**src/logic/silver_defs.svh**
```systemverilog
`ifndef SILVER_DEFS_SVH
`define SILVER_DEFS_SVH

// datapath widths
`define WORD_W       32
`define REG_ADDR_W   6
`define NUM_REGS     64
`define FUNC_W       4
`define OPC_W        6

// immediate and constant widths
`define SHORT_IMM_W  6
`define CONST_W      23   // LoadConstant magnitude, sign sits just above it
`define UPPER_W      9
`define UPPER_LSB    23

// instruction field positions
`define LONG_BIT     31   // set for LoadConstant
`define CLASS_BIT    24   // constant loads
`define IMM_A_BIT    23
`define IMM_B_BIT    16
`define RD_LSB       25
`define RA_LSB       17
`define RB_LSB       10
`define FUNC_LSB     6

`endif

```
**src/logic/silver_pkg.sv**
```systemverilog
`include "silver_defs.svh"

package silver_pkg;

   typedef enum logic [2:0] {
      op_normal,
      op_shift,
      op_load_const,
      op_load_upper,
      op_invalid
   } op_class_e;

   // ALU function encoding follows the instruction's function field
   typedef enum logic [`FUNC_W-1:0] {
      alu_add,
      alu_add_carry,
      alu_sub,
      alu_carry,
      alu_overflow,
      alu_inc,
      alu_dec,
      alu_mul,
      alu_mulhu,
      alu_and,
      alu_or,
      alu_xor,
      alu_equal,
      alu_less,
      alu_lower,
      alu_snd
   } alu_func_e;

   typedef enum logic [1:0] {
      shift_ll,
      shift_lr,
      shift_ar,
      shift_ror
   } shift_func_e;

   typedef struct packed {
      op_class_e               cls;
      logic [`FUNC_W-1:0]      func;
      logic [`REG_ADDR_W-1:0]  rd;
      logic [`REG_ADDR_W-1:0]  ra;
      logic [`REG_ADDR_W-1:0]  rb;
      logic                    use_imm_a;
      logic                    use_imm_b;
      logic [`WORD_W-1:0]      imm_a;      // already sign-extended
      logic [`WORD_W-1:0]      imm_b;
      logic [`WORD_W-1:0]      const_word; // signed constant or upper value
   } decoded_t;

   typedef struct packed {
      logic [`REG_ADDR_W-1:0]  rd;
      logic [`WORD_W-1:0]      value;
      logic                    write;
   } result_t;

endpackage

```
**src/logic/alu_execute.sv**
```systemverilog
`include "silver_defs.svh"

module alu_execute
   import silver_pkg::*;
(
   input  logic                   clk,
   input  logic                   arst_n,
   input  logic                   dec_valid,
   output logic                   dec_ready,
   input  decoded_t               dec,
   output logic [`REG_ADDR_W-1:0] ra_addr,
   output logic [`REG_ADDR_W-1:0] rb_addr,
   output logic [`REG_ADDR_W-1:0] rd_addr,
   input  logic [`WORD_W-1:0]     ra_data,
   input  logic [`WORD_W-1:0]     rb_data,
   input  logic [`WORD_W-1:0]     rd_data,
   input  result_t                fwd,
   input  logic                   fwd_valid,
   output logic                   res_valid,
   input  logic                   res_ready,
   output result_t                res
);

   logic [`WORD_W-1:0]   a_val;
   logic [`WORD_W-1:0]   b_val;
   logic [`WORD_W-1:0]   d_val;
   logic [`WORD_W:0]     sum;
   logic [`WORD_W-1:0]   diff;
   logic [2*`WORD_W-1:0] prod;
   logic [2*`WORD_W-1:0] rot_pair;
   logic [`WORD_W-1:0]   alu_res;
   logic [`WORD_W-1:0]   shift_res;
   logic                 carry_q;
   logic                 ovf_q;
   logic                 carry_nx;
   logic                 ovf_nx;
   alu_func_e            alu_fn;
   shift_func_e          sh_fn;

   // the held writeback item is the only result not yet in the register file
   function automatic logic [`WORD_W-1:0] fwd_pick(input result_t held, input logic held_vld,
                                                  input logic [`REG_ADDR_W-1:0] addr,
                                                  input logic [`WORD_W-1:0] rf_word);
      fwd_pick = (held_vld && held.write && held.rd == addr) ? held.value : rf_word;
   endfunction

   assign ra_addr = dec.ra;
   assign rb_addr = dec.rb;
   assign rd_addr = dec.rd;

   assign a_val = dec.use_imm_a ? dec.imm_a : fwd_pick(fwd, fwd_valid, dec.ra, ra_data);
   assign b_val = dec.use_imm_b ? dec.imm_b : fwd_pick(fwd, fwd_valid, dec.rb, rb_data);
   assign d_val = fwd_pick(fwd, fwd_valid, dec.rd, rd_data); // for upper merge

   assign alu_fn = alu_func_e'(dec.func);
   assign sh_fn  = shift_func_e'(dec.func[1:0]);

   assign sum  = {1'b0, a_val} + {1'b0, b_val}
               + {{`WORD_W{1'b0}}, (alu_fn == alu_add_carry) && carry_q};
   assign diff = a_val - b_val;
   assign prod = {{`WORD_W{1'b0}}, a_val} * {{`WORD_W{1'b0}}, b_val};
   assign rot_pair = {a_val, a_val} >> b_val[$clog2(`WORD_W)-1:0];

   always_comb begin
      carry_nx = carry_q;
      ovf_nx   = ovf_q;
      case (alu_fn)
         alu_add: begin
            alu_res  = sum[`WORD_W-1:0];
            carry_nx = sum[`WORD_W];
            ovf_nx   = (a_val[`WORD_W-1] == b_val[`WORD_W-1]) &&
                       (sum[`WORD_W-1] != a_val[`WORD_W-1]);
         end
         alu_add_carry: begin
            alu_res  = sum[`WORD_W-1:0];
            carry_nx = sum[`WORD_W];
         end
         alu_sub: begin
            alu_res = diff;
            ovf_nx  = (a_val[`WORD_W-1] != b_val[`WORD_W-1]) &&
                      (diff[`WORD_W-1] != a_val[`WORD_W-1]);
         end
         alu_carry:    alu_res = {{(`WORD_W-1){1'b0}}, carry_q};
         alu_overflow: alu_res = {{(`WORD_W-1){1'b0}}, ovf_q};
         alu_inc:      alu_res = a_val + 1'b1;
         alu_dec:      alu_res = a_val - 1'b1;
         alu_mul:      alu_res = prod[`WORD_W-1:0];
         alu_mulhu:    alu_res = prod[2*`WORD_W-1:`WORD_W];
         alu_and:      alu_res = a_val & b_val;
         alu_or:       alu_res = a_val | b_val;
         alu_xor:      alu_res = a_val ^ b_val;
         alu_equal:    alu_res = {{(`WORD_W-1){1'b0}}, a_val == b_val};
         alu_less:     alu_res = {{(`WORD_W-1){1'b0}}, $signed(a_val) < $signed(b_val)};
         alu_lower:    alu_res = {{(`WORD_W-1){1'b0}}, a_val < b_val};
         default:      alu_res = b_val; // snd
      endcase
   end

   always_comb begin
      case (sh_fn)
         shift_ll: shift_res = a_val << b_val;   // full B, 32 and up clears
         shift_lr: shift_res = a_val >> b_val;
         shift_ar: shift_res = $signed(a_val) >>> b_val;
         default:  shift_res = rot_pair[`WORD_W-1:0];
      endcase
   end

   always_comb begin
      res.rd    = dec.rd;
      res.write = 1'b1;
      case (dec.cls)
         op_normal:     res.value = alu_res;
         op_shift:      res.value = shift_res;
         op_load_const: res.value = dec.const_word;
         op_load_upper: res.value = {dec.const_word[`UPPER_W-1:0], d_val[`UPPER_LSB-1:0]};
         default: begin
            res.value = '0;
            res.write = 1'b0;
         end
      endcase
   end

   assign res_valid = dec_valid;
   assign dec_ready = res_ready;

   // flags move only with the item going into writeback
   always_ff @(posedge clk or negedge arst_n) begin
      if (!arst_n) begin
         carry_q <= 1'b0;
         ovf_q   <= 1'b0;
      end else if (res_valid && res_ready && dec.cls == op_normal) begin
         carry_q <= carry_nx;
         ovf_q   <= ovf_nx;
      end
   end

endmodule

```
**config.mk**
```make
export PLATFORM = sky130hd
export DESIGN_NAME = alu_execute
export DESIGN_NICKNAME = d
export VERILOG_FILES = /design/src/logic/silver_pkg.sv /design/src/logic/alu_execute.sv
export VERILOG_INCLUDE_DIRS = /design/src /design/src/logic
export SDC_FILE = /design/constraint.sdc
export NUM_CORES = 2
export LEC_CHECK = 0
export ABC_AREA = 1
export ABC_CLOCK_PERIOD_IN_PS = 17210
export BUFFER_PORTS_ARGS = -buffer_cell sky130_fd_sc_hd__clkbuf_2
export CAP_MARGIN = 30
export CELL_PAD_IN_SITES_DETAIL_PLACEMENT = 0
export CELL_PAD_IN_SITES_GLOBAL_PLACEMENT = 1
export CORE_MARGIN = 4
export CORE_UTILIZATION = 30
export DETAILED_ROUTE_END_ITERATION = 10
export HOLD_SLACK_MARGIN = 0.12
export PLACE_DENSITY_LB_ADDON = 0.1
export SYNTH_ARGS = -nofsm -noshare
export SYNTH_HDL_FRONTEND = slang
export SYNTH_SLANG_ARGS = --single-unit
```
**constraint.sdc**
```tcl
create_clock -name clk -period 17.21 [get_ports clk]
set_input_delay 2.5815 -clock clk [delete_from_list [all_inputs] [get_ports clk]]
set_output_delay 2.5815 -clock clk [all_outputs]
set_load 0.005 [all_outputs]
```
==> run metrics <==
status finished, final reports clean; Setup TNS Final 0 ps; Worst Hold Slack 583.2 ps; count leader, synth nand2_1; hold crit path type reg2reg; Total GRT Usage 33.76%; via count 50660; initial antenna violation count 20; Hold-fix buffers, CTS 0; RSZ-0062 raised after global routing no; main area contributors after synthesis fa_1 (37%), nand2_1 (13%), ha_1 (10%); clock root cell clkbuf_16; final period utilization 96.85%; fmax 0.05999 GHz; Die Span Y 409.4 um; die area 0.1676 mm^2; cell area after synthesis 0.04835 mm^2; most frequent cells after synthesis nand2_1 (1634), inv_1 (1297), nor2_1 (909), fa_1 (899), nand3_1 (418); Via density 5.319; Hold Crit Start ovf_q; Rows 147; Iter 0 DRT Violations 5209; CTS Buffer Depth 2; top-level port count 322; Routed Antenna Nets 0; Mapped Cells 7175; TritonCTS Buffers 3; Routed WL 288.6 mm; first-pass GRT wire length 401.3 mm; Mapped Nets 8728; Crit path required time 14630 ps; I/O Buffers 312; Syn. warnings 0; Setup Viol. Count Final 0; Area Growth Syn to Fin 9.907%; CORE AREA 0.1604 mm^2; total grt overflow 0; CP startpoint kind primary input; Final nets 8914; Yosys reg bits 2; vias in the first global route 51270; Post-synth EDFFs 0; TritonRoute pass-1 iters 6; CTS tree done; Slew @ Worst Pin 1092 ps; Final Hold Viols 0; Yosys top cell by area fa_1; wire length per cell 30.30 um; CP dominant cell by count nand2_1; RD Place Congestion 0.9857; top cell type's share of synthesized area 37.23%; worst flop-to-flop path startpoint carry_q; clock transition at the registers of the reported paths 30 ps; syn avg cell area 6.738 um^2; DP HPWL 240.8 mm; Post-synth ARST share 100.0%; crit end category output port; number of setup buffers added after CTS 0; clk_lat worst skew 220 ps; Max Slew Vio Count 0; post-synthesis cell type count 61; share of layout cells above drive strength 1 9.444%; pin count of the biggest net entering global routing 90; crit path DAT 14090 ps; cts repair resizes 0; htree depth 1; crit-path max cell delay 770 ps; crit path max fanout 11; # Max-Cap Violations 0; Slew headroom 26.90%; Setup Skew 1.625 ps; DRC Markers 0; Critical path origin fwd[34]; Starting Density 30.14%; Chip Width 409.4 um; Period minus WS final 16670 ps; ys flop type dfrtp_1; Crit-path slowest cell o211ai_1; clock net sink count 2; CP Class in2out; Seq/Total Area, Yosys 0.1035%
cell usage in the layout, fill, tap and decap left out, drive strengths merged, types with 42 or more instances in the layout:
master / count
inv: 1311
or2: 59
nand2: 1653
fa: 899
nor2: 919
nor3: 42
buf: 241
clkbuf: 315
o21ai: 330
a31oi: 48
ha: 391
nand3: 418
a21oi: 391
layout make-up:
class,count,area [um^2]
fillers,18150,107200
multi-input cells,5463,41810
inverters,1338,5026
repair buffers,553,3458
well taps,2160,2703
clock buffers,3,75.07
flip-flops and latches,2,50.05
diodes,6,15.01
through the flow:
| stage | cell area (um^2) | cells | util (%) | setup WS (ps) |
|---|---|---|---|---|
| after global routing | 53120 | 9519 | 33.12 | 329.7 |
| final | 53130 | 9525 | 33.13 | 541.6 |
| after CTS | 53100 | 9518 | 33.11 | 917.7 |
| after floorplan | 48350 | 7175 | - | 3526 |
| after global placement | 52970 | 9511 | 33.03 | 921.8 |
| after detailed placement | 53020 | 9515 | 33.06 | 957.6 |
worst paths after layout:
check                      slack, ps  depth (start not counted)  endpoint
hold / removal                   580                          2     ovf_q
min in group asynchronous       2150                          1     ovf_q
setup / recovery                 540                         40   res[22]
hold reg to reg                  580                          2     ovf_q
setup reg to reg               13700                         17   carry_q
max in group asynchronous      14950                          1   carry_q
sequential cells by signal, indices dropped and copies added (netlist names):
signal   count
carry_q      1
ovf_q        1
worst max-delay path: cells and delay by family:
kind | cells | cell delay, ps
buffers and inverters | 8 | 1220
AND/OR/NAND/NOR | 18 | 3650
AO/OA/AOI/OAI | 5 | 1940
adder cells (fa/ha/maj) | 9 | 4640
layer usage:
metal,GRT usage (%),vias to the layer above,routed length [um]
li1,-,22420,-
met1,46.23,25850,124300
met2,54.04,2007,129300
met3,3.926,373,19420
met4,14.09,6,15510
met5,0,-,43
logic make-up (layout without fill, tap and decap cells):
family	Yosys count	after routing	synth area share (%)
buffers and inverters	1710	1894	13.71
AOI/OAI and AO/OA	973	973	11.44
adders and majority gates	1290	1290	47.35
DFF	2	2	0.1035
other	0	6	0
muxes	3	3	0.06212
xor gates and xnor gates	36	36	0.6522
and+or+nand+nor	3161	3161	26.68
Power is left out: the tool's default activity adds up to more than one toggle a clock period on the data nets, which glitch-free logic cannot reach.
