$ cat src/logic/silver_defs.svh
`ifndef SILVER_DEFS_SVH
`define SILVER_DEFS_SVH

// datapath widths
`define WORD_W       32
`define REG_ADDR_W   6
`define NUM_REGS     64
`define FUNC_W       4
`define OPC_W        6

// immediate and constant widths
`define SHORT_IMM_W  6
`define CONST_W      23   // LoadConstant magnitude, sign sits just above it
`define UPPER_W      9
`define UPPER_LSB    23

// instruction field positions
`define LONG_BIT     31   // set for LoadConstant
`define CLASS_BIT    24   // constant loads
`define IMM_A_BIT    23
`define IMM_B_BIT    16
`define RD_LSB       25
`define RA_LSB       17
`define RB_LSB       10
`define FUNC_LSB     6

`endif

$ cat src/logic/silver_pkg.sv
`include "silver_defs.svh"

package silver_pkg;

   typedef enum logic [2:0] {
      op_normal,
      op_shift,
      op_load_const,
      op_load_upper,
      op_invalid
   } op_class_e;

   // ALU function encoding follows the instruction's function field
   typedef enum logic [`FUNC_W-1:0] {
      alu_add,
      alu_add_carry,
      alu_sub,
      alu_carry,
      alu_overflow,
      alu_inc,
      alu_dec,
      alu_mul,
      alu_mulhu,
      alu_and,
      alu_or,
      alu_xor,
      alu_equal,
      alu_less,
      alu_lower,
      alu_snd
   } alu_func_e;

   typedef enum logic [1:0] {
      shift_ll,
      shift_lr,
      shift_ar,
      shift_ror
   } shift_func_e;

   typedef struct packed {
      op_class_e               cls;
      logic [`FUNC_W-1:0]      func;
      logic [`REG_ADDR_W-1:0]  rd;
      logic [`REG_ADDR_W-1:0]  ra;
      logic [`REG_ADDR_W-1:0]  rb;
      logic                    use_imm_a;
      logic                    use_imm_b;
      logic [`WORD_W-1:0]      imm_a;      // already sign-extended
      logic [`WORD_W-1:0]      imm_b;
      logic [`WORD_W-1:0]      const_word; // signed constant or upper value
   } decoded_t;

   typedef struct packed {
      logic [`REG_ADDR_W-1:0]  rd;
      logic [`WORD_W-1:0]      value;
      logic                    write;
   } result_t;

endpackage

$ cat src/logic/pipe_stage.sv
module pipe_stage #(
   parameter type payload_t = logic
) (
   input  logic     clk,
   input  logic     arst_n,
   input  logic     up_valid,
   output logic     up_ready,
   input  payload_t up_data,
   output logic     down_valid,
   input  logic     down_ready,
   output payload_t down_data
);

   logic     full_q;
   payload_t data_q;

   // free slot, or the held item leaves this cycle
   assign up_ready   = !full_q || down_ready;
   assign down_valid = full_q;
   assign down_data  = data_q;

   always_ff @(posedge clk or negedge arst_n) begin
      if (!arst_n) begin
         full_q <= 1'b0;
      end else if (up_ready) begin
         full_q <= up_valid;
      end
   end

   always_ff @(posedge clk) begin
      if (up_valid && up_ready) begin
         data_q <= up_data;
      end
   end

endmodule

$ cat src/logic/instr_decode.sv
`include "silver_defs.svh"

module instr_decode
   import silver_pkg::*;
(
   input  logic               clk,
   input  logic               arst_n,
   input  logic               in_valid,
   output logic               in_ready,
   input  logic [`WORD_W-1:0] in_instr,
   output logic               dec_valid,
   input  logic               dec_ready,
   output decoded_t           dec
);

   logic               word_valid;
   logic               word_ready;
   logic [`WORD_W-1:0] word;
   logic [`WORD_W-1:0] magnitude;
   decoded_t           dec_next;

   pipe_stage #(.payload_t(logic [`WORD_W-1:0])) u_word_stage (
      .clk        (clk),
      .arst_n     (arst_n),
      .up_valid   (in_valid),
      .up_ready   (in_ready),
      .up_data    (in_instr),
      .down_valid (word_valid),
      .down_ready (word_ready),
      .down_data  (word)
   );

   assign magnitude = {{(`WORD_W-`CONST_W){1'b0}}, word[`CONST_W-1:0]};

   always_comb begin
      dec_next.rd        = word[`RD_LSB +: `REG_ADDR_W];
      dec_next.ra        = word[`RA_LSB +: `REG_ADDR_W];
      dec_next.rb        = word[`RB_LSB +: `REG_ADDR_W];
      dec_next.use_imm_a = word[`IMM_A_BIT];
      dec_next.use_imm_b = word[`IMM_B_BIT];
      // short immediates reuse the ra / rb fields
      dec_next.imm_a = {{(`WORD_W-`SHORT_IMM_W){word[`RA_LSB+`SHORT_IMM_W-1]}},
                        word[`RA_LSB +: `SHORT_IMM_W]};
      dec_next.imm_b = {{(`WORD_W-`SHORT_IMM_W){word[`RB_LSB+`SHORT_IMM_W-1]}},
                        word[`RB_LSB +: `SHORT_IMM_W]};
      dec_next.func       = '0;
      dec_next.const_word = '0;

      if (word[`CLASS_BIT]) begin
         if (word[`LONG_BIT]) begin
            dec_next.cls        = op_load_const;
            dec_next.const_word = word[`CONST_W] ? -magnitude : magnitude; // sign bit above
         end else if (word[`UPPER_LSB:`UPPER_W] == '0) begin
            dec_next.cls        = op_load_upper;
            dec_next.const_word = {{(`WORD_W-`UPPER_W){1'b0}}, word[`UPPER_W-1:0]};
         end else begin
            dec_next.cls = op_invalid;
         end
      end else if (!word[`LONG_BIT] && word[`OPC_W-1:0] == 'd0) begin
         dec_next.cls  = op_normal;
         dec_next.func = word[`FUNC_LSB +: `FUNC_W];
      end else if (!word[`LONG_BIT] && word[`OPC_W-1:0] == 'd1) begin
         dec_next.cls  = op_shift;
         dec_next.func = word[`FUNC_LSB +: `FUNC_W];
      end else begin
         dec_next.cls = op_invalid;
      end
   end

   pipe_stage #(.payload_t(decoded_t)) u_dec_stage (
      .clk        (clk),
      .arst_n     (arst_n),
      .up_valid   (word_valid),
      .up_ready   (word_ready),
      .up_data    (dec_next),
      .down_valid (dec_valid),
      .down_ready (dec_ready),
      .down_data  (dec)
   );

endmodule

$ cat config.mk
export PLATFORM = sky130hd
export DESIGN_NAME = instr_decode
export DESIGN_NICKNAME = d
export VERILOG_FILES = /design/src/logic/silver_pkg.sv /design/src/logic/pipe_stage.sv /design/src/logic/instr_decode.sv
export VERILOG_INCLUDE_DIRS = /design/src /design/src/logic
export SDC_FILE = /design/constraint.sdc
export NUM_CORES = 1
export LEC_CHECK = 0
export BUFFER_PORTS_ARGS = -buffer_cell sky130_fd_sc_hd__buf_4
export CAP_MARGIN = 15
export CORE_AREA = 2 2 108 110
export DETAILED_ROUTE_END_ITERATION = 8
export DIE_AREA = 0 0 110 112
export PLACE_DENSITY = 0.69
export SLEW_MARGIN = 10
export SYNTH_ARGS = -nofsm -noshare
export SYNTH_HDL_FRONTEND = slang
export SYNTH_SLANG_ARGS = --single-unit
$ cat constraint.sdc
create_clock -name clk -period 2.3 [get_ports clk]
set_input_delay 0.23 -clock clk [delete_from_list [all_inputs] [get_ports clk]]
set_output_delay 0.23 -clock clk [all_outputs]
set_load 0.02 [all_outputs]
==> flow_summary.json <==
{
  "finalCritPeriodShare": 0.926,
  "p_leak_nw": 2.39,
  "routedWlPerCell_microns": 15.7,
  "synth_compound_area_frac": 0.0879,
  "synth_top_family_by_area": "buffers and inverters",
  "die_x_microns": 110,
  "synth_edf_count": 91,
  "ys_types": 45,
  "drv_cap": 0,
  "yosysWarnings": 0,
  "core_area_sq_mm": 0.0112,
  "crit_required_ns": 2.39,
  "drc": 0,
  "total_power_w": 0.00439,
  "cts_setup_buffers": 0,
  "clock_skew_ns": 0.00683,
  "setup_tns_ns": 0,
  "comb_power_share": 0.174,
  "relSlewSlack": 0.482,
  "drt_pass1_iterations": 5,
  "rsz0062_at_grt": "false",
  "syn-instance-count": 337,
  "die_h_microns": 112,
  "root_buffer": "clkbuf_16",
  "fmax_mhz": 469,
  "vias": 3065,
  "p_int_w": 0.00326,
  "grt_pass1_vias": 2827,
  "synth_xor_area_frac": 0.0120,
  "place_congestion": 0.876,
  "ir_drop_mv": 0.560,
  "initial_core_util": 0.392,
  "synth-seq-cells": 93,
  "grt_max_degree": 41,
  "post-route-util": 0.521,
  "clk_latency_ns": 0.34,
  "status": "finished clean",
  "diodes": 0,
  "yosysTopAreaCell": "edfxtp_1",
  "numPortBuffers": 160,
  "ios": 161,
  "critPathSlowestCell": "or4_1",
  "layout-area-overhead-vs-synth_pct": 32.9,
  "final-hold-violation-count": 0,
  "end_kind": "flop",
  "syn_area_sq_mm": 0.00439,
  "async_reset_ff_frac": 0.0215,
  "worstSetupPathType": "flop to flop",
  "synthFlopType": "edfxtp_1",
  "vias_per_cell": 5.05,
  "synth_adder_area_share": 0.00571,
  "slowest_delay_ns": 0.80,
  "synth.most_common_cell": "edfxtp_1",
  "rows": 39,
  "synth_area_leaders": "edfxtp_1 62%, buf_4 11%, a41oi_1 1.6%",
  "final_max_slew_viol_count": 0,
  "nets": 497,
  "antenna_found_initial": 0,
  "detailedPlace.worstSlack_ns": 0.0860,
  "final_antenna_net_count": 0,
  "seq_area_frac_synth": 0.635,
  "holdWs_ns": 0.0623,
  "synth_top_area_frac": 0.623,
  "drive_gt1_frac": 0.461,
  "syn_area_per_cell_sq_um": 13.0,
  "syn_nets": 375,
  "numCtsBuffers": 9,
  "cts_sinks": 93,
  "grt.overflow.total": 0,
  "setup_viol": 0,
  "place_hpwl_microns": 7010,
  "power_density_mw_per_mm2": 754,
  "cts_tree": "done",
  "fin_crit_ns": 2.13,
  "path_max_fanout": 9,
  "grt_pass1_wl_microns": 14600,
  "htreeDepth": 3,
  "worst_pin_slew_ns": 0.776,
  "clockBufferDepth": 2,
  "clkPwrFrac": 0.348,
  "wl_microns": 9540,
  "drtIter0Drc": 236,
  "path_cells": "or4_1, nor3_4, mux2i_1, a311o_1",
  "switchingPower_w": 0.00114,
  "grt_use_total": 0.156,
  "crit_arrival_ns": 2.22,
  "crit_path_start_kind": "flop",
  "synth_mux_area_frac": 0.00913,
  "switching_share": 0.259,
  "setup_slack_ns": 0.170,
  "synthTopCellsByCount": "91 x edfxtp_1, 64 x buf_4, 15 x clkbuf_1, 14 x nor2_1, 11 x nand2b_1",
  "clk_pin_slew_ns": 0.07,
  "dieArea_sq_mm": 0.0123,
  "hp-class": "primary input to flop",
  "p_seq_frac": 0.478,
  "synthSimpleGateAreaFrac": 0.122
}
[worst paths after layout]
path,start,end,slack (ns),cells after the start
worst max-delay path,u_word_stage.down_data[7],u_dec_stage.down_data[17],0.17,4
worst min-delay path,in_instr[27],u_word_stage.down_data[27],0.06,1
worst max register to register,u_word_stage.down_data[7],u_dec_stage.down_data[17],0.17,4
worst min register to register,u_word_stage.down_data[25],u_dec_stage.down_data[110],0.42,0
max in group asynchronous,arst_n,u_dec_stage.down_valid,2.00,2
min in group asynchronous,arst_n,u_word_stage.down_valid,0.21,2
[what timing repair did]
item	in CTS	in global routing
endpoints found under the hold margin	2	0
gates resized for setup	0	4
setup endpoints to repair	0	7
hold buffers	1	0
[stage by stage]
step	cell area [sq um]	cells
final	5830	607
after global routing	5830	607
after CTS	5800	607
after detailed placement	5480	590
after global placement	5480	590
after floorplan	4390	337
[cells by family after synthesis]
kind of cell	count (synthesis)
AOI/OAI and AO/OA	54
xor gates and xnor gates	6
adders and majority gates	2
buffers and inverters	86
DFF	93
muxes	4
and+or+nand+nor	92
[power by group through the flow]
stage	registers [W]	logic (W)	clock network (W)
after detailed placement	0.00213	0.000766	0
after CTS	0.00210	0.000769	0.00156
after floorplan	0.00223	0.000377	0
final	0.00210	0.000765	0.00153
after global placement	0.00213	0.000758	0
after global routing	0.00212	0.000818	0.00162
[cell usage in the layout (no fill, tap or decap), types with 2 or more instances in the layout]
master / n
o211a_1: 2
inv_6: 2
a21oi_1: 7
o41ai_2: 2
nor2_1: 14
xnor2_1: 3
o31ai_1: 4
xor2_1: 3
buf_12: 2
and2_1: 8
nor3_4: 2
buf_4: 188
nand4b_1: 3
nor3_1: 8
clkbuf_8: 2
nand2_1: 10
a31oi_1: 10
mux2i_1: 4
or3_1: 3
o21ai_0: 5
clkbuf_16: 9
or4_1: 4
clkinv_4: 2
ha_1: 2
o22ai_1: 5
inv_1: 6
o211ai_1: 4
edfxtp_1: 91
and3_1: 4
nand2b_1: 11
nand4_1: 3
nand3_1: 8
dfrtp_1: 2
a41oi_1: 8
nor4_1: 7
[layout make-up]
type	instances	area (sq um)
repair buffers	191	1460
clock inverters	5	65.1
flip-flops and latches	93	2780
inverters	6	22.5
multi-input cells	158	1060
fillers	955	5350
clock buffers	11	253
well taps	143	179
[sequential cells by signal, indices dropped and copies added, names as in the netlist]
register	cells
u_word_stage.down_data	32
u_dec_stage.down_valid	1
u_word_stage.down_valid	1
u_dec_stage.down_data	59
[worst max-delay path, delay by kind of cell (launching register included)]
kind             cells  cell delay, ns
AO/OA/AOI/OAI        1            0.31
flip-flops           1            0.37
multiplexers         1            0.10
AND/OR/NAND/NOR      2            1.10
[per-layer routing]
layer	routed length (microns)	global-route usage	share of wire	vias to the layer above
met2	4480	0.244	0.47	164
met1	4040	0.208	0.42	1433
met4	165	0.0599	0.017	0
met3	857	0.0398	0.090	12
li1	-	-	-	1456
met5	0	0	0	-
Note: power is estimated with default switching activity, not from simulation.
