--- src/logic/silver_defs.svh ---
`ifndef SILVER_DEFS_SVH
`define SILVER_DEFS_SVH

// datapath widths
`define WORD_W       32
`define REG_ADDR_W   6
`define NUM_REGS     64
`define FUNC_W       4
`define OPC_W        6

// immediate and constant widths
`define SHORT_IMM_W  6
`define CONST_W      23   // LoadConstant magnitude, sign sits just above it
`define UPPER_W      9
`define UPPER_LSB    23

// instruction field positions
`define LONG_BIT     31   // set for LoadConstant
`define CLASS_BIT    24   // constant loads
`define IMM_A_BIT    23
`define IMM_B_BIT    16
`define RD_LSB       25
`define RA_LSB       17
`define RB_LSB       10
`define FUNC_LSB     6

`endif

--- src/logic/silver_pkg.sv ---
`include "silver_defs.svh"

package silver_pkg;

   typedef enum logic [2:0] {
      op_normal,
      op_shift,
      op_load_const,
      op_load_upper,
      op_invalid
   } op_class_e;

   // ALU function encoding follows the instruction's function field
   typedef enum logic [`FUNC_W-1:0] {
      alu_add,
      alu_add_carry,
      alu_sub,
      alu_carry,
      alu_overflow,
      alu_inc,
      alu_dec,
      alu_mul,
      alu_mulhu,
      alu_and,
      alu_or,
      alu_xor,
      alu_equal,
      alu_less,
      alu_lower,
      alu_snd
   } alu_func_e;

   typedef enum logic [1:0] {
      shift_ll,
      shift_lr,
      shift_ar,
      shift_ror
   } shift_func_e;

   typedef struct packed {
      op_class_e               cls;
      logic [`FUNC_W-1:0]      func;
      logic [`REG_ADDR_W-1:0]  rd;
      logic [`REG_ADDR_W-1:0]  ra;
      logic [`REG_ADDR_W-1:0]  rb;
      logic                    use_imm_a;
      logic                    use_imm_b;
      logic [`WORD_W-1:0]      imm_a;      // already sign-extended
      logic [`WORD_W-1:0]      imm_b;
      logic [`WORD_W-1:0]      const_word; // signed constant or upper value
   } decoded_t;

   typedef struct packed {
      logic [`REG_ADDR_W-1:0]  rd;
      logic [`WORD_W-1:0]      value;
      logic                    write;
   } result_t;

endpackage

--- src/logic/pipe_stage.sv ---
module pipe_stage #(
   parameter type payload_t = logic
) (
   input  logic     clk,
   input  logic     arst_n,
   input  logic     up_valid,
   output logic     up_ready,
   input  payload_t up_data,
   output logic     down_valid,
   input  logic     down_ready,
   output payload_t down_data
);

   logic     full_q;
   payload_t data_q;

   // free slot, or the held item leaves this cycle
   assign up_ready   = !full_q || down_ready;
   assign down_valid = full_q;
   assign down_data  = data_q;

   always_ff @(posedge clk or negedge arst_n) begin
      if (!arst_n) begin
         full_q <= 1'b0;
      end else if (up_ready) begin
         full_q <= up_valid;
      end
   end

   always_ff @(posedge clk) begin
      if (up_valid && up_ready) begin
         data_q <= up_data;
      end
   end

endmodule

--- src/logic/writeback_unit.sv ---
`include "silver_defs.svh"

module writeback_unit
   import silver_pkg::*;
(
   input  logic                   clk,
   input  logic                   arst_n,
   input  logic                   res_valid,
   output logic                   res_ready,
   input  result_t                res,
   input  logic [`REG_ADDR_W-1:0] ra_addr,
   input  logic [`REG_ADDR_W-1:0] rb_addr,
   input  logic [`REG_ADDR_W-1:0] rd_addr,
   output logic [`WORD_W-1:0]     ra_data,
   output logic [`WORD_W-1:0]     rb_data,
   output logic [`WORD_W-1:0]     rd_data,
   output result_t                fwd,
   output logic                   fwd_valid,
   output logic                   out_valid,
   input  logic                   out_ready,
   output result_t                out_result
);

   logic [`WORD_W-1:0] regs [`NUM_REGS];
   logic               wr_en;

   pipe_stage #(.payload_t(result_t)) u_res_stage (
      .clk        (clk),
      .arst_n     (arst_n),
      .up_valid   (res_valid),
      .up_ready   (res_ready),
      .up_data    (res),
      .down_valid (out_valid),
      .down_ready (out_ready),
      .down_data  (out_result)
   );

   // held result is visible to execute until it is written
   assign fwd       = out_result;
   assign fwd_valid = out_valid;

   assign ra_data = regs[ra_addr];
   assign rb_data = regs[rb_addr];
   assign rd_data = regs[rd_addr];

   // commit on acceptance at the output
   assign wr_en = out_valid && out_ready && out_result.write;

   always_ff @(posedge clk or negedge arst_n) begin
      if (!arst_n) begin
         for (int i = 0; i < `NUM_REGS; i++) begin
            regs[i] <= '0;
         end
      end else if (wr_en) begin
         regs[out_result.rd] <= out_result.value;
      end
   end

endmodule

--- config.mk ---
export PLATFORM = sky130hd
export DESIGN_NAME = writeback_unit
export DESIGN_NICKNAME = d
export VERILOG_FILES = /design/src/logic/silver_pkg.sv /design/src/logic/pipe_stage.sv /design/src/logic/writeback_unit.sv
export VERILOG_INCLUDE_DIRS = /design/src /design/src/logic
export SDC_FILE = /design/constraint.sdc
export NUM_CORES = 2
export LEC_CHECK = 0
export BUFFER_PORTS_ARGS = -buffer_cell sky130_fd_sc_hd__buf_4
export CORE_MARGIN = 2
export CORE_UTILIZATION = 45
export CTS_CLUSTER_DIAMETER = 40
export CTS_CLUSTER_SIZE = 28
export DETAILED_ROUTE_END_ITERATION = 12
export PLACE_DENSITY = 0.66
export SYNTH_ARGS = -nofsm -noshare
export SYNTH_HDL_FRONTEND = slang
export SYNTH_SLANG_ARGS = --single-unit
--- constraint.sdc ---
create_clock -name clk -period 2.6 [get_ports clk]
set_input_delay 0.13 -clock clk [delete_from_list [all_inputs] [get_ports clk]]
set_output_delay 0.13 -clock clk [all_outputs]
set_load 0.03 [all_outputs]
==> metrics.log <==
[metrics] run status: finished with violations
[metrics] violated checks: setup timing
[metrics] number of routed nets with antenna violations: 0
[metrics] Worst Slack Setup Final: -1.054 ns
[metrics] clock net sink count: between 2k and 2.5k
[metrics] net count of the finished layout: between 8k and 9k
[metrics] synth warn: 0
[metrics] total length of routed wires: around 500000 um
[metrics] placed insts: roughly 12k
[metrics] crit path buf inv count: 2
[metrics] top cell types by occurrence after synthesis: mux2_2, dfrtp_1, mux4_2
[metrics] top area cells in the synthesized netlist: dfrtp_1, mux4_2, mux2_2
[metrics] setup repair after global routing missed its margin: true
[metrics] Worst EP required: roughly 2.5 ns
[metrics] Avg WL per Cell: 38.10 um
[metrics] distinct cell type count of the synthesized netlist: 40
[metrics] CTS clock-pin slew for the worst setup and hold paths: 0.06 ns
[metrics] delay-heaviest family, CP: multiplexers
[metrics] finished layout cell area: about 160000 um^2
[metrics] class of the tightest hold or removal check: in -> async
[metrics] Mean Syn Cell Area: between 15 and 20 um^2
[metrics] initial drt markers: roughly 12k
[metrics] Slowest cell on crit path: a22oi_2
[metrics] WS Path Type: reg -> out
[metrics] sequential element share of the synthesized area: 41.46%
[metrics] TritonRoute pass-1 iters: 6
[metrics] Worst R2R Path Depth: 7
[metrics] reg-to-reg setup timing slack: around 0.050 ns
[metrics] Mapped Cells: between 8k and 9k
[metrics] pin count of the biggest net entering global routing: about 140
[metrics] arrival time at the worst endpoint: roughly 3.5 ns
[metrics] CP dominant cell by count: mux4_2
[metrics] core box area: roughly 280000 um^2
[metrics] die extent in y: between 500 and 600 um
[metrics] worst slew slack as a fraction of its limit: roughly 15%
[metrics] most frequent cell after synthesis: mux2_2
[metrics] detailed placer's ending HPWL: about 320000 um
[metrics] transition time at the pin with the least slew margin: around 1.3 ns
[metrics] Die Footprint: 285300 um^2
[metrics] final-report max-slew violation count: 0
[metrics] max frequency: between 200 and 300 MHz
[metrics] count of cell instances traversed by the critical path: 6
[metrics] Power Dens Cells: 647.2 nW/um^2
[metrics] clock buffers created by TritonCTS: ~370
[metrics] critical-path cell list: mux4_2, mux4_2, a22oi_2, buf_4, nand3_4, buf_6
[metrics] initial cell density of the core: 45.27%
[metrics] floorplan die width: 534.2 um
[metrics] layout cells sized above 1: 67.74%
[metrics] Lkg Pwr: 69.32 nW
[metrics] FFs w/ async S/R, synth: 98.13%
[metrics] nets in the synthesized netlist: a little over 8k
[metrics] shortest period the worst path allows: 3.654 ns
[metrics] type of origin of the critical path: register
[metrics] quantity of I/O buffers inserted on ports: approximately 240
[metrics] via count of the first global-routing pass: ~94k
[metrics] DP Worst Slack: -0.9590 ns
[metrics] reg2reg end: regs[15]
[metrics] Worst-Skew Late Latency: 1.02 ns
[metrics] Final GP Congestion: roughly 0.94
[metrics] GRT Resource Usage Total: about a third
[metrics] synthesis-to-layout area growth: 25.12%
[metrics] final hold violations: 0
[metrics] Clock Tree Root: clkbuf_16
[metrics] category of the worst setup path capture point: primary output
[metrics] Cell Area, Synth: 126500 um^2
[metrics] maxcap violations: 0
[metrics] number of H-tree levels: 5
[metrics] dominant synthesized flop cell: dfrtp_1
[metrics] I/O pins: around 240
[metrics] final worst path period share: 140.5%
[metrics] CP max stage delay: roughly 0.63 ns
[metrics] # DRC: 0
[metrics] deepest clock path buffer count: 4
[metrics] via count normalized by instance count: approximately 7.1
[metrics] filler cell count: around 21k
[metrics] final setup fails: between 90 and 100
[metrics] post-place instance area: around 140000 um^2
[metrics] Post-synth EDFFs: 39
[metrics] number of synthesized register bits: 2088
[metrics] overall power consumption: a little over 100 mW
[metrics] Post-Layout Cell Count: roughly 13k
[metrics] wire length of the first global-routing pass: about 710000 um
[metrics] highest fanout seen on the critical path: 4
[metrics] FF-to-FF Start: u_res_stage.down_valid
[metrics] Remaining Overflow, GRT: 0
[metrics] # rows: 194
[metrics] library cell occupying the most area in the post-synthesis netlist: dfrtp_1
[metrics] routed via count: 91.43k
[metrics] maximum vdd drop: around 0.60 mV
[metrics] initial antenna violation count: 12
[metrics] top cell type's share of synthesized area: between 40% and 50%
[metrics] TritonCTS clock tree: built
[metrics] Post-Route Skew: roughly 0.11 ns
==> metal layers <==
metal / vias to the layer above / part of all wire (%) / routed length [um] / global-route usage [%]
met5: - / 0.049 / 241 / 0.5996
met4: 10 / 7.9 / 38920 / 23.14
met3: 1684 / 12 / 58510 / 10.48
met2: 6623 / 44 / 219600 / 51.00
met1: 48946 / 36 / 176300 / 43.73
li1: 34167 / - / - / -
==> where the power goes <==
| part | total, mW | internal [mW] | switching, mW |
|---|---|---|---|
| Combinational | 15.2 | 7.72 | 7.51 |
| Clock | 50.5 | 31.5 | 19.0 |
| Sequential | 36.7 | 34.6 | 2.05 |
| Total | 102 | 73.9 | 28.6 |
==> registers in the layout, summed over array words and instances, names as in the netlist <==
register / count
regs: 2048
u_res_stage.down_data: 39
u_res_stage.down_valid: 1
==> cells in the final DEF (no fill, tap or decap), drive strengths merged <==
| master | synthesis | final |
|---|---|---|
| or2 | 4 | 4 |
| edfxtp | 39 | 39 |
| a22o | 10 | 10 |
| mux4 | 1690 | 1690 |
| mux2 | 2129 | 2129 |
| diode | 0 | 8 |
| o22a | 1 | 1 |
| bufinv | 0 | 36 |
| and3b | 1 | 1 |
| dlygate4sd3 | 0 | 84 |
| or3b | 2 | 2 |
| a211oi | 25 | 25 |
| a22oi | 179 | 179 |
| mux2i | 238 | 238 |
| and2 | 11 | 11 |
| nor4 | 2 | 2 |
| nand3b | 3 | 3 |
| nand4 | 2 | 2 |
| a221o | 8 | 8 |
| dfrtp | 2049 | 2049 |
| buf | 506 | 1406 |
| nor3b | 1 | 1 |
| nand2b | 8 | 8 |
| a221oi | 4 | 4 |
| nand2 | 170 | 170 |
| inv | 2 | 83 |
| clkbuf | 471 | 440 |
| o221ai | 17 | 17 |
| o21ai | 60 | 60 |
| o211ai | 58 | 58 |
| clkinvlp | 0 | 44 |
| or3 | 1 | 1 |
| nor2b | 36 | 36 |
| clkinv | 0 | 85 |
| o22ai | 7 | 7 |
| nand3 | 82 | 82 |
| nor3 | 7 | 7 |
| a211o | 5 | 5 |
| a21oi | 107 | 107 |
| nor2 | 90 | 90 |
==> worst max path at each step <==
stage,from,endpoint,slack (ns)
global route,regs[945],ra_data[17],-1.06
global placement,rd_addr[0],rd_data[15],-0.95
finish,regs[977],ra_data[17],-1.05
floorplan,rb_addr[1],rb_data[23],0.19
detailed placement,rd_addr[0],rd_data[15],-0.96
CTS,regs[945],ra_data[17],-0.93
==> final cells by class <==
cell class / instances / area (um^2) / share of cell area [%]
tap: 3724 / 4659 / 2.944
clock inverter: 246 / 2999 / 1.895
antenna: 8 / 20.02 / 0.01265
sequential: 2088 / 52450 / 33.14
multi-input combinational: 4958 / 72260 / 45.66
inverter: 2 / 7.507 / 0.004744
clock buffer: 439 / 9958 / 6.292
timing repair buffer: 1491 / 15910 / 10.05
==> what timing repair did <==
item | in CTS | in global routing
buffers inserted | 195 | 51
pin swaps | 130 | 67
resized for setup | 553 | 74
endpoints found under the setup margin | 96 | 108
hold endpoints to repair | 2084 | 0
hold buffers | 84 | 0
==> metrics by stage <==
stage          hold slack (ns)  setup TNS [ns]  util, %
2_1_floorplan          -0.1656               0        -
3_3_place_gp           0.06531          -18.10    50.11
3_5_place_dp           0.06736          -18.74    50.11
4_1_cts                0.03479          -46.94    56.38
5_1_grt                0.06639          -49.22    56.64
6_report               0.05743          -45.07    56.65
==> worst register-to-register path, stage by stage (launching register included) <==
cell and delay, ns:
dfrtp_1 0.39, nand3_1 0.26, nor2_1 0.27, nand3_1 0.13
buf_4 0.28, nor2_4 0.31, buf_12 0.31, mux2_2 0.41
==> cells by family after synthesis <==
group	count (synthesis)	synth area share, %
multiplexers	4057	50.93
flip-flops	2088	41.46
buffers and inverters	979	3.546
AO/OA/AOI/OAI	481	2.570
AND/OR/NAND/NOR	420	1.495
Power figures use the tool's default switching activity.
